`src/ucode_cfg_pkg.sv`:
```
package ucode_cfg_pkg;

    // ROM geometry
    localparam int ROM_ROWS   = 32;
    localparam int ROM_ADDR_W = $clog2(ROM_ROWS);

    typedef logic [ROM_ADDR_W-1:0] t_rom_addr;

    // Entry points of the macro sequences
    localparam t_rom_addr ROM_ENT_MUL   = 5'd4;
    localparam t_rom_addr ROM_ENT_DIV   = 5'd12;
    localparam t_rom_addr ROM_ENT_FENCE = 5'd20;

    // Rows per sequence, last row carries eom
    localparam int ROM_LEN_MUL   = 3;
    localparam int ROM_LEN_DIV   = 1;
    localparam int ROM_LEN_FENCE = 2;

endpackage

```
`src/uop_pkg.sv`:
```
package uop_pkg;

    // Field widths
    localparam int OPCODE_W = 8;
    localparam int REG_W    = 5;
    localparam int IMM_W    = 12;
    localparam int TAG_W    = 8;

    // Opcodes used by the sequencer and the ROM
    localparam logic [OPCODE_W-1:0] OP_ADDI   = 8'h13;
    localparam logic [OPCODE_W-1:0] OP_EBREAK = 8'h73;

    // Decoded micro-op, 40 bits
    typedef struct packed {
        logic [OPCODE_W-1:0]      opcode;
        logic [REG_W-1:0]         rd;
        logic [IMM_W-1:0]         imm;
        // tracking id from decode
        logic [TAG_W-1:0]         tag;
        logic                     trap_to_ucode;
        ucode_cfg_pkg::t_rom_addr rom_addr;
        // end of macro sequence
        logic                     eom;
    } t_uinstr;

endpackage

```
`src/ucode_fsm.sv`:
```
`timescale 1ns/1ps

module ucode_fsm #(
    parameter int RENAME_CREDITS = 4
) (
    input  logic             clk,
    input  logic             reset,
    input  logic             head_valid,
    input  uop_pkg::t_uinstr head_uop,
    input  uop_pkg::t_uinstr rom_uop,
    input  logic             credit_return,
    output logic             pop,
    output logic             upc_load,
    output logic             upc_advance,
    output logic             out_valid,
    output uop_pkg::t_uinstr out_uop
);

    localparam int CRED_W = $clog2(RENAME_CREDITS + 1);

    typedef enum logic {
        ST_IDLE,
        ST_FETCH
    } t_state;

    t_state state;
    t_state state_nxt;

    logic [CRED_W-1:0]         credits;
    logic                      has_credit;
    logic                      issue;
    uop_pkg::t_uinstr          issue_uop;
    logic [uop_pkg::TAG_W-1:0] trap_tag;

    assign has_credit = (credits != '0);

    always_comb begin
        state_nxt   = state;
        pop         = 1'b0;
        upc_load    = 1'b0;
        upc_advance = 1'b0;
        issue       = 1'b0;
        issue_uop   = head_uop;
        case (state)
            ST_IDLE: begin
                if (head_valid && has_credit) begin
                    pop = 1'b1;
                    // Trapping micro-op is consumed, not issued
                    if (head_uop.trap_to_ucode) begin
                        upc_load  = 1'b1;
                        state_nxt = ST_FETCH;
                    end else begin
                        issue = 1'b1;
                    end
                end
            end
            ST_FETCH: begin
                if (has_credit) begin
                    issue         = 1'b1;
                    upc_advance   = 1'b1;
                    issue_uop     = rom_uop;
                    issue_uop.tag = trap_tag;
                    if (rom_uop.eom) begin
                        state_nxt = ST_IDLE;
                    end
                end
            end
            default: state_nxt = ST_IDLE;
        endcase
    end

    // Tag of the macro being expanded
    always_ff @(posedge clk) begin
        if (upc_load) begin
            trap_tag <= head_uop.tag;
        end
    end

    always_ff @(posedge clk) begin
        if (issue) begin
            out_uop <= issue_uop;
        end
    end

    always_ff @(posedge clk) begin
        if (reset) begin
            state     <= ST_IDLE;
            credits   <= CRED_W'(RENAME_CREDITS);
            out_valid <= 1'b0;
        end else begin
            state     <= state_nxt;
            // spend and return can land in the same cycle
            credits   <= credits + CRED_W'(credit_return) - CRED_W'(issue);
            out_valid <= issue;
        end
    end

endmodule

```
`src/ucode_rom.sv`:
```
`timescale 1ns/1ps

module ucode_rom (
    input  ucode_cfg_pkg::t_rom_addr upc,
    output uop_pkg::t_uinstr         rom_uop
);

    localparam int NUM_ENT = 3;

    localparam ucode_cfg_pkg::t_rom_addr ENT_ADDR [NUM_ENT] = '{
        ucode_cfg_pkg::ROM_ENT_MUL,
        ucode_cfg_pkg::ROM_ENT_DIV,
        ucode_cfg_pkg::ROM_ENT_FENCE
    };

    localparam int ENT_LEN [NUM_ENT] = '{
        ucode_cfg_pkg::ROM_LEN_MUL,
        ucode_cfg_pkg::ROM_LEN_DIV,
        ucode_cfg_pkg::ROM_LEN_FENCE
    };

    uop_pkg::t_uinstr rom [ucode_cfg_pkg::ROM_ROWS];

    // Unused rows trap out with a single EBREAK
    function automatic uop_pkg::t_uinstr f_ebreak_row();
        uop_pkg::t_uinstr u;
        u        = '0;
        u.opcode = uop_pkg::OP_EBREAK;
        u.eom    = 1'b1;
        return u;
    endfunction

    function automatic uop_pkg::t_uinstr f_addi_row(input int row, input logic last);
        uop_pkg::t_uinstr u;
        u        = '0;
        u.opcode = uop_pkg::OP_ADDI;
        u.rd     = uop_pkg::REG_W'(row);
        u.imm    = uop_pkg::IMM_W'(256 + row);
        u.eom    = last;
        return u;
    endfunction

    always_comb begin
        int row;
        for (int r = 0; r < ucode_cfg_pkg::ROM_ROWS; r++) begin
            rom[r] = f_ebreak_row();
        end
        // Entry sequences overwrite the default rows
        for (int e = 0; e < NUM_ENT; e++) begin
            for (int i = 0; i < ENT_LEN[e]; i++) begin
                row = int'(ENT_ADDR[e]) + i;
                rom[ucode_cfg_pkg::t_rom_addr'(row)] = f_addi_row(row, i == ENT_LEN[e] - 1);
            end
        end
    end

    assign rom_uop = rom[upc];

endmodule

```
`src/ucode_seq_top.sv`:
```
`timescale 1ns/1ps

module ucode_seq_top #(
    parameter int FIFO_DEPTH     = 4,
    parameter int RENAME_CREDITS = 4
) (
    input  logic             clk,
    input  logic             reset,
    input  logic             in_valid,
    input  uop_pkg::t_uinstr in_uop,
    output logic             in_credit,
    output logic             out_valid,
    output uop_pkg::t_uinstr out_uop,
    input  logic             credit_return
);

    logic                     head_valid;
    uop_pkg::t_uinstr         head_uop;
    logic                     pop;
    logic                     upc_load;
    logic                     upc_advance;
    ucode_cfg_pkg::t_rom_addr upc;
    uop_pkg::t_uinstr         rom_uop;

    // Input buffer from decode
    uop_fifo #(
        .FIFO_DEPTH (FIFO_DEPTH)
    ) fifo_i (
        .clk        (clk),
        .reset      (reset),
        .in_valid   (in_valid),
        .in_uop     (in_uop),
        .pop        (pop),
        .head_valid (head_valid),
        .head_uop   (head_uop),
        .in_credit  (in_credit)
    );

    ucode_fsm #(
        .RENAME_CREDITS (RENAME_CREDITS)
    ) fsm_i (
        .clk           (clk),
        .reset         (reset),
        .head_valid    (head_valid),
        .head_uop      (head_uop),
        .rom_uop       (rom_uop),
        .credit_return (credit_return),
        .pop           (pop),
        .upc_load      (upc_load),
        .upc_advance   (upc_advance),
        .out_valid     (out_valid),
        .out_uop       (out_uop)
    );

    // Entry address comes straight from the buffer head
    upc_counter upc_i (
        .clk         (clk),
        .reset       (reset),
        .upc_load    (upc_load),
        .upc_advance (upc_advance),
        .load_addr   (head_uop.rom_addr),
        .upc         (upc)
    );

    ucode_rom rom_i (
        .upc     (upc),
        .rom_uop (rom_uop)
    );

endmodule

```
`src/uop_fifo.sv`:
```
`timescale 1ns/1ps

module uop_fifo #(
    parameter int FIFO_DEPTH = 4
) (
    input  logic              clk,
    input  logic              reset,
    input  logic              in_valid,
    input  uop_pkg::t_uinstr  in_uop,
    input  logic              pop,
    output logic              head_valid,
    output uop_pkg::t_uinstr  head_uop,
    output logic              in_credit
);

    localparam int PTR_W = $clog2(FIFO_DEPTH);

    uop_pkg::t_uinstr mem [FIFO_DEPTH];

    logic [PTR_W-1:0] wr_ptr;
    logic [PTR_W-1:0] rd_ptr;
    logic [PTR_W:0]   count;
    logic             do_pop;

    assign head_valid = (count != '0);
    assign head_uop   = mem[rd_ptr];

    // Ignore a pop request on an empty buffer
    assign do_pop = pop & head_valid;

    // Upstream credits keep the buffer from overflowing
    always_ff @(posedge clk) begin
        if (in_valid) begin
            mem[wr_ptr] <= in_uop;
        end
    end

    always_ff @(posedge clk) begin
        if (reset) begin
            wr_ptr    <= '0;
            rd_ptr    <= '0;
            count     <= '0;
            in_credit <= 1'b0;
        end else begin
            if (in_valid) begin
                wr_ptr <= wr_ptr + PTR_W'(1);
            end
            if (do_pop) begin
                rd_ptr <= rd_ptr + PTR_W'(1);
            end
            count     <= count + (PTR_W + 1)'(in_valid) - (PTR_W + 1)'(do_pop);
            // one credit back to decode per entry freed
            in_credit <= do_pop;
        end
    end

endmodule

```
`src/upc_counter.sv`:
```
`timescale 1ns/1ps

module upc_counter (
    input  logic                     clk,
    input  logic                     reset,
    input  logic                     upc_load,
    input  logic                     upc_advance,
    input  ucode_cfg_pkg::t_rom_addr load_addr,
    output ucode_cfg_pkg::t_rom_addr upc
);

    ucode_cfg_pkg::t_rom_addr upc_nxt;

    // Load wins over advance
    always_comb begin
        upc_nxt = upc;
        if (upc_load) begin
            upc_nxt = load_addr;
        end else if (upc_advance) begin
            upc_nxt = upc + ucode_cfg_pkg::t_rom_addr'(1);
        end
    end

    always_ff @(posedge clk) begin
        if (reset) begin
            upc <= '0;
        end else begin
            upc <= upc_nxt;
        end
    end

endmodule
```
`config.mk`:
```
export PLATFORM = sky130hd
export DESIGN_NAME = ucode_seq_top
export DESIGN_NICKNAME = d
export VERILOG_FILES = /design/src/ucode_cfg_pkg.sv /design/src/uop_pkg.sv /design/src/ucode_fsm.sv /design/src/ucode_rom.sv /design/src/ucode_seq_top.sv /design/src/uop_fifo.sv /design/src/upc_counter.sv
export SDC_FILE = /design/constraint.sdc
export NUM_CORES = 1
export LEC_CHECK = 0
export ABC_AREA = 1
export BUFFER_PORTS_ARGS = -buffer_cell sky130_fd_sc_hd__buf_2
export CAP_MARGIN = 30
export CORE_AREA = 2 2 145 147
export CTS_BUF_LIST = sky130_fd_sc_hd__clkbuf_4
export DETAILED_ROUTE_END_ITERATION = 12
export DIE_AREA = 0 0 147 149
export HOLD_SLACK_MARGIN = 0.1
export SYNTH_ARGS = -nofsm -noshare
export SYNTH_HDL_FRONTEND = slang
export SYNTH_SLANG_ARGS = --single-unit
```
`constraint.sdc`:
```
create_clock -name clk -period 4.05 [get_ports clk]
set_clock_uncertainty 0.1 [all_clocks]
set_input_delay 0.405 -clock clk [delete_from_list [all_inputs] [get_ports clk]]
set_output_delay 0.405 -clock clk [all_outputs]
set_load 0.02 [all_outputs]
```
==> reports/qor.yml, run 1 <==
timing:
  finalHoldViolations: 0
  worst_pin_slew_ps: 815
  min_period_ps: 2820
  rsz0062_at_grt: "false"
  fmax_mhz: 355
  fin_hold_ws_ps: 382
  slew_viol_final: 0
  final.period_utilization: 0.696
  timing.final.ws_setup_ps: 1230
  setup-violations-final: 0
  slew-limit-headroom: 0.457
  tns_ps: 0
critical_path:
  crit_fanout: 17
  worstPathArrival_ps: 3330
  crit_slowest_cell: "dfxtp_1"
  worstPathRequired_ps: 4560
  worstSetupPathType: "reg2reg"
  critPathLaunchType: "flop"
  end_kind: "flop"
  path_cells: "nand3_1 > nand2_2 > inv_1 > a21oi_1 > inv_2 > ha_1 > inv_1 > ha_1 > fa_1 > or2_2 > nand3_1"
  max_stage_delay_ps: 740
floorplan:
  core_sq_um: 20600
  start_util: 0.437
  io_pins: 86
  rows: 53
  die_y_microns: 149
  die_area_sq_um: 21900
  die_w_microns: 147
clock_tree:
  cts_tree: "yes"
  numCtsBuffers: 58
  clockBufferDepth: 3
  worst_skew_pair.late_latency_ps: 670
  root_buffer: "clkbuf_4"
  clkSinkCount: 228
  hold_buffers: 43
  h-tree-depth: 2
  post_cts_buffers: 0
  path_clk_slew_ps: 60
  cts_resized: 0
routing:
  route.detailed.drc: 0
  vias: 5813
  dr.pass1.iters: 5
  drt_iter0_markers: 335
  wirelength_mm: 18.8
  ant_nets: 0
  vias_per_cell: 4.97
  wl_per_cell_microns: 16.1
finish:
  fin_nets: 918
  areaGrowthSynthToFinish_pct: 20.8
  fin_cells: 1170
  layout-drive-gt1-share: 0.230
global_route:
  grt_first_pass_wirelength_mm: 29.9
  grtUsageTotal: 0.176
  grt-ovfl-total: 0
  grt_pass1_vias: 5916
  grt_antenna_before_repair: 1
  grt_max_degree: 79
hold_path:
  hp-class: "in2reg"
  hp-start: "in_uop[2]"
job:
  maxCapViolations: 0
status:
  outcome: "completed"
synth:
  yosysWarnings: 0
  syn_inst: 694
  ys_dominant_reg_cell: "edfxtp_1"
  ys_types: 31
  ys_seq_area_frac: 0.740
  syn-num-nets: 754
  synth-edff-count: 208
  synth-seq-cells: 228
  synthesis.area_sq_um: 8980
  synth_area_per_cell_sq_um: 12.9
  async_flop_share: 0
power_and_ir_drop:
  p_leak_nw: 4.13
  powerDensity_nw_per_um2: 713
  ir_worst_vdd_uv: 410
  fin_total_pwr_w: 0.00773
placement:
  pre_cts_ws_ps: 1220
  routabilityCongestion: 0.771
  dp.final_hpwl_mm: 10.9
  dp_cells: 1030
  io_buffers: 85
==> through the flow <==
step | utilization | cell area (sq um)
finish | 0.528 | 10800
global route | 0.528 | 10800
CTS | 0.528 | 10800
detailed placement | 0.470 | 9660
global placement | 0.466 | 9580
floorplan | - | 8980
==> placed cells by master (no fill, tap or decap), drive strengths merged <==
cell type    Yosys  routed
a21oi           19      19
buf             24      94
bufinv           0       3
clkbuf           9      83
clkinv           0      10
dfxtp           20      20
diode            0       1
dlygate4sd3      0      43
edfxtp         208     208
fa               2       2
ha              14      14
inv             49      49
nand2           90      90
nand3           27      27
nand4            1       1
nor2           108     108
nor3             3       3
o211ai           6       6
o21ai           84      84
o22ai           22      22
or2              5       5
xnor2            2       2
xor2             1       1
==> cell type report <==
class	instances	area [sq um]
diodes	1	2.50
clock buffers	83	623
clock inverters	13	129
fillers	1823	9710
inverters	49	189
multi-input cells	384	1940
flip-flops and latches	228	6650
well taps	275	344
repair buffers	137	973
==> final timing paths <==
kind / end / slack (ps) / depth (start not counted)
worst max register to register: fsm_i.credits[2] / 1230 / 11
worst min register to register: fifo_i.rd_ptr[0] / 400 / 1
worst max-delay path: fsm_i.credits[2] / 1230 / 11
worst min-delay path: fifo_i.mem[2][2] / 380 / 2
==> Yosys cell counts (3+ instances only) <==
master / n / area share
a21oi_1: 18 / 0.010
dfxtp_1: 20 / 0.045
o22ai_1: 22 / 0.015
o211ai_1: 6 / 0.0050
nand2_4: 4 / 0.0050
edfxtp_1: 208 / 0.70
o21ai_1: 21 / 0.012
buf_2: 14 / 0.0078
nand2_1: 84 / 0.035
or2_2: 4 / 0.0028
nor2_1: 106 / 0.044
buf_6: 7 / 0.0088
ha_1: 14 / 0.020
clkbuf_1: 9 / 0.0038
o21ai_0: 63 / 0.035
nand3_1: 27 / 0.015
inv_1: 45 / 0.019
buf_4: 3 / 0.0025
==> sequential cells by signal (all words and copies together) (netlist names), named ones only <==
name              flops
fifo_i.count          3
fifo_i.in_credit      1
fifo_i.mem          160
fifo_i.rd_ptr         2
fifo_i.wr_ptr         2
fsm_i.credits         3
fsm_i.out_uop        40
fsm_i.out_valid       1
fsm_i.state           1
fsm_i.trap_tag        8
upc_i.upc             5
==> report_power, final <==
part	total [W]	leakage [nW]	switching (W)	internal, W
clock	0.00197	0.442	0.000856	0.00112
sequential	0.00341	2.09	0.000216	0.00319
combinational	0.00235	1.59	0.00163	0.000724
total	0.00773	4.13	0.00270	0.00503
==> layer usage <==
| metal | wire (microns) | vias up | track usage | share of wire |
|---|---|---|---|---|
| li1 | - | 2802 | - | - |
| met1 | 8020 | 2792 | 0.217 | 0.43 |
| met2 | 9340 | 185 | 0.302 | 0.50 |
| met3 | 1060 | 34 | 0.0361 | 0.056 |
| met4 | 408 | 0 | 0.0779 | 0.022 |
| met5 | 0 | - | 0 | 0 |
==> kinds of logic after synthesis <==
kind of cell,Yosys count,synth area share
and+or+nand+nor,234,0.111
DFF,228,0.740
AOI/OAI and AO/OA,131,0.0782
buffers and inverters,82,0.0439
adders and majority gates,16,0.0240
xor gates and xnor gates,3,0.00293
==> critical path: cells and delay by family (launching register included) <==
kind / cells / cell delay [ps]
adder cells (fa/ha/maj): 3 / 840
flip-flops: 1 / 740
AND/OR/NAND/NOR: 4 / 700
AO/OA/AOI/OAI: 1 / 210
buffers and inverters: 3 / 180
(Power assumes the default switching activity.)
==> run 2: changes to the inputs <==
==> constraint.sdc (replaced) <==
create_clock -name clk -period 2.83 [get_ports clk]
set_clock_uncertainty 0.1 [all_clocks]
set_input_delay 0.283 -clock clk [delete_from_list [all_inputs] [get_ports clk]]
set_output_delay 0.283 -clock clk [all_outputs]
set_load 0.02 [all_outputs]
==> run 2 against run 1 <==
Global-route usage down 0.29 points. Non-clock buffer count up 5. Design area grew 0.26%. Flip-flop and latch count unchanged. Total power grew 42%. Maximum frequency up 19%. Register-to-register slack lost 780 ps. Setup slack worse by 780 ps. Via count down 1.5%. Clock-buffer cell count rose by 5. Worst hold slack lost 100 ps. Sequential share of layout area down 0.16 points. Critical path type unchanged. Critical endpoint is now fsm_i.credits[1].
==> reports/qor.yml, run 2 (same netlist as run 1, synthesis figures left out) <==
timing:
  fmax_mhz: 421  # +19%
  timing.final.ws_setup_ps: 454  # -776 ps
  fin_hold_ws_ps: 278  # -103 ps
  rsz0062_at_grt: "false"
  finalHoldViolations: 0  # unchanged
  slew_viol_final: 0  # unchanged
  slew-limit-headroom: 0.477  # +0.0200
  tns_ps: 0  # unchanged
  min_period_ps: 2380  # -444 ps
  final.period_utilization: 0.839  # +0.143
  setup-violations-final: 0  # unchanged
  worst_pin_slew_ps: 785  # -30.0 ps
critical_path:
  r2r_end: "fsm_i.credits[1]"
  worstPathRequired_ps: 3290  # -1270 ps
  crit_fanout: 5  # -12
  worstSetupPathType: "reg2reg"
  r2r_setup_slack_ps: 450  # -780 ps
  critPathLaunchType: "flop"
  r2r_cells: 13  # +2
  end_kind: "flop"
  worstPathArrival_ps: 2840  # -490 ps
clock_tree:
  hold_buffers: 44  # +2.3%
  clockBufferDepth: 3  # unchanged
  cts_tree: "yes"
  root_buffer: "clkbuf_4"
  post_cts_buffers: 0  # unchanged
  cts_resized: 0  # unchanged
  h-tree-depth: 2  # unchanged
  path_clk_slew_ps: 70  # about the same
  numCtsBuffers: 55  # -5.2%
  clkSinkCount: 228  # unchanged
  worst_skew_pair.late_latency_ps: 660  # about the same
global_route:
  grt-ovfl-total: 0  # unchanged
  grt_pass1_vias: 5794  # -2.1%
  grtUsageTotal: 0.173  # -0.00295
  grt_max_degree: 79  # unchanged
  grt_antenna_before_repair: 1  # unchanged
  grt_first_pass_wirelength_mm: 29.4  # -1.7%
finish:
  fin_nets: 920  # +0.22%
  fill_cells: 1751  # -3.9%
  largest_register_ffs: 160  # unchanged
  fin_cells: 1175  # +0.43%
  reg_top3: "fifo_i.mem: 160 flops, fsm_i.out_uop: 40 flops, fsm_i.trap_tag: 8 flops"
  multi_input_area_sq_um: 1980  # +2.4%
  layout_common_cells: "edfxtp_1, nor2_1, clkbuf_4"
  regMostFlops: "fifo_i.mem"
  final_common_cell: "edfxtp_1"
  seq_area_sq_um: 6650  # unchanged
  post-route-util: 0.529  # +0.00140
  areaGrowthSynthToFinish_pct: 21.1
  layout-drive-gt1-share: 0.246  # +0.0154
placement:
  dp_cells: 1034  # +0.39%
  io_buffers: 85  # unchanged
  routabilityCongestion: 0.725  # -5.9%
  dp.final_hpwl_mm: 10.6  # -3.4%
  pre_cts_ws_ps: 508  # -714 ps
job:
  maxCapViolations: 0  # unchanged
hold_path:
  hp-class: "in2reg"
  holdPathEnd: "fifo_i.mem[1][26]"
  min_path_cells: 2  # unchanged
  hp-start: "in_uop[26]"
routing:
  vias: 5727  # -1.5%
  route.detailed.drc: 0  # unchanged
  drt_iter0_markers: 308  # -8.1%
  vias_per_cell: 4.87  # -1.9%
  dr.pass1.iters: 4  # -1
  ant_nets: 0  # unchanged
  wirelength_mm: 18.6  # -1.3%
  wl_per_cell_microns: 15.8  # -1.8%
power_and_ir_drop:
  powerDensity_nw_per_um2: 1010  # +41%
  p_leak_nw: 4.12  # about the same
  ir_worst_vdd_uv: 358  # -13%
floorplan:
  rows: 53  # unchanged
  die_area_sq_um: 21900  # unchanged
  start_util: 0.437  # unchanged
  io_pins: 86  # unchanged
  die_y_microns: 149  # unchanged
  core_sq_um: 20600  # unchanged
  die_w_microns: 147  # unchanged
status:
  outcome: "completed"
## run 2: report_power, final
part / total [W] / internal [W] / switching [W]
sequential: 0.00482 / 0.00457 / 0.000251
clock: 0.00262 / 0.00140 / 0.00122
combinational: 0.00354 / 0.00112 / 0.00242
total: 0.0110 / 0.00708 / 0.00389
## run 2: per-stage QoR
step                      total power (W)  area (sq um)
after global routing               0.0117         10900
final                              0.0110         10900
after global placement            0.00830          9730
after floorplan                   0.00740          9030
after CTS                          0.0111         10900
after detailed placement          0.00842          9730
## run 2: final cells by class
| type | count | area share |
|---|---|---|
| multi-input combinational | 384 | 0.182 |
| antenna | 1 | 0.000230 |
| sequential | 228 | 0.611 |
| inverter | 49 | 0.0179 |
| clock buffer | 88 | 0.0607 |
| clock inverter | 8 | 0.00368 |
| tap | 275 | 0.0316 |
| timing repair buffer | 142 | 0.0920 |
## run 2: critical path: stages, from the launching register on
cell	delay [ps]
dfxtp_2	400
inv_6	40
nand2_1	50
nand3_1	80
nand2_2	130
inv_2	70
a21oi_4	180
clkinvlp_4	140
ha_4	270
inv_2	40
ha_4	150
fa_2	520
inv_1	40
nor2_1	90
## run 2: how the worst max path moves through the flow
| stage | startpoint | endpoint | slack [ps] | depth (start not counted) |
|---|---|---|---|---|
| CTS | flop | fsm_i.credits[1] | 440 | 13 |
| global route | flop | fsm_i.credits[1] | 330 | 13 |
| finish | flop | fsm_i.credits[1] | 450 | 13 |
| global placement | flop | fsm_i.credits[2] | 540 | 13 |
| detailed placement | flop | fsm_i.credits[1] | 510 | 13 |
| floorplan | flop | fsm_i.credits[2] | -140 | 15 |
## run 2: routing by layer
metal	part of all wire	vias to the layer above	wire length, microns	track usage
met2	0.53	127	9760	0.312
met5	0	-	0	0
met4	0.014	0	262	0.0591
met1	0.41	2777	7650	0.203
met3	0.049	23	913	0.0422
li1	-	2800	-	-
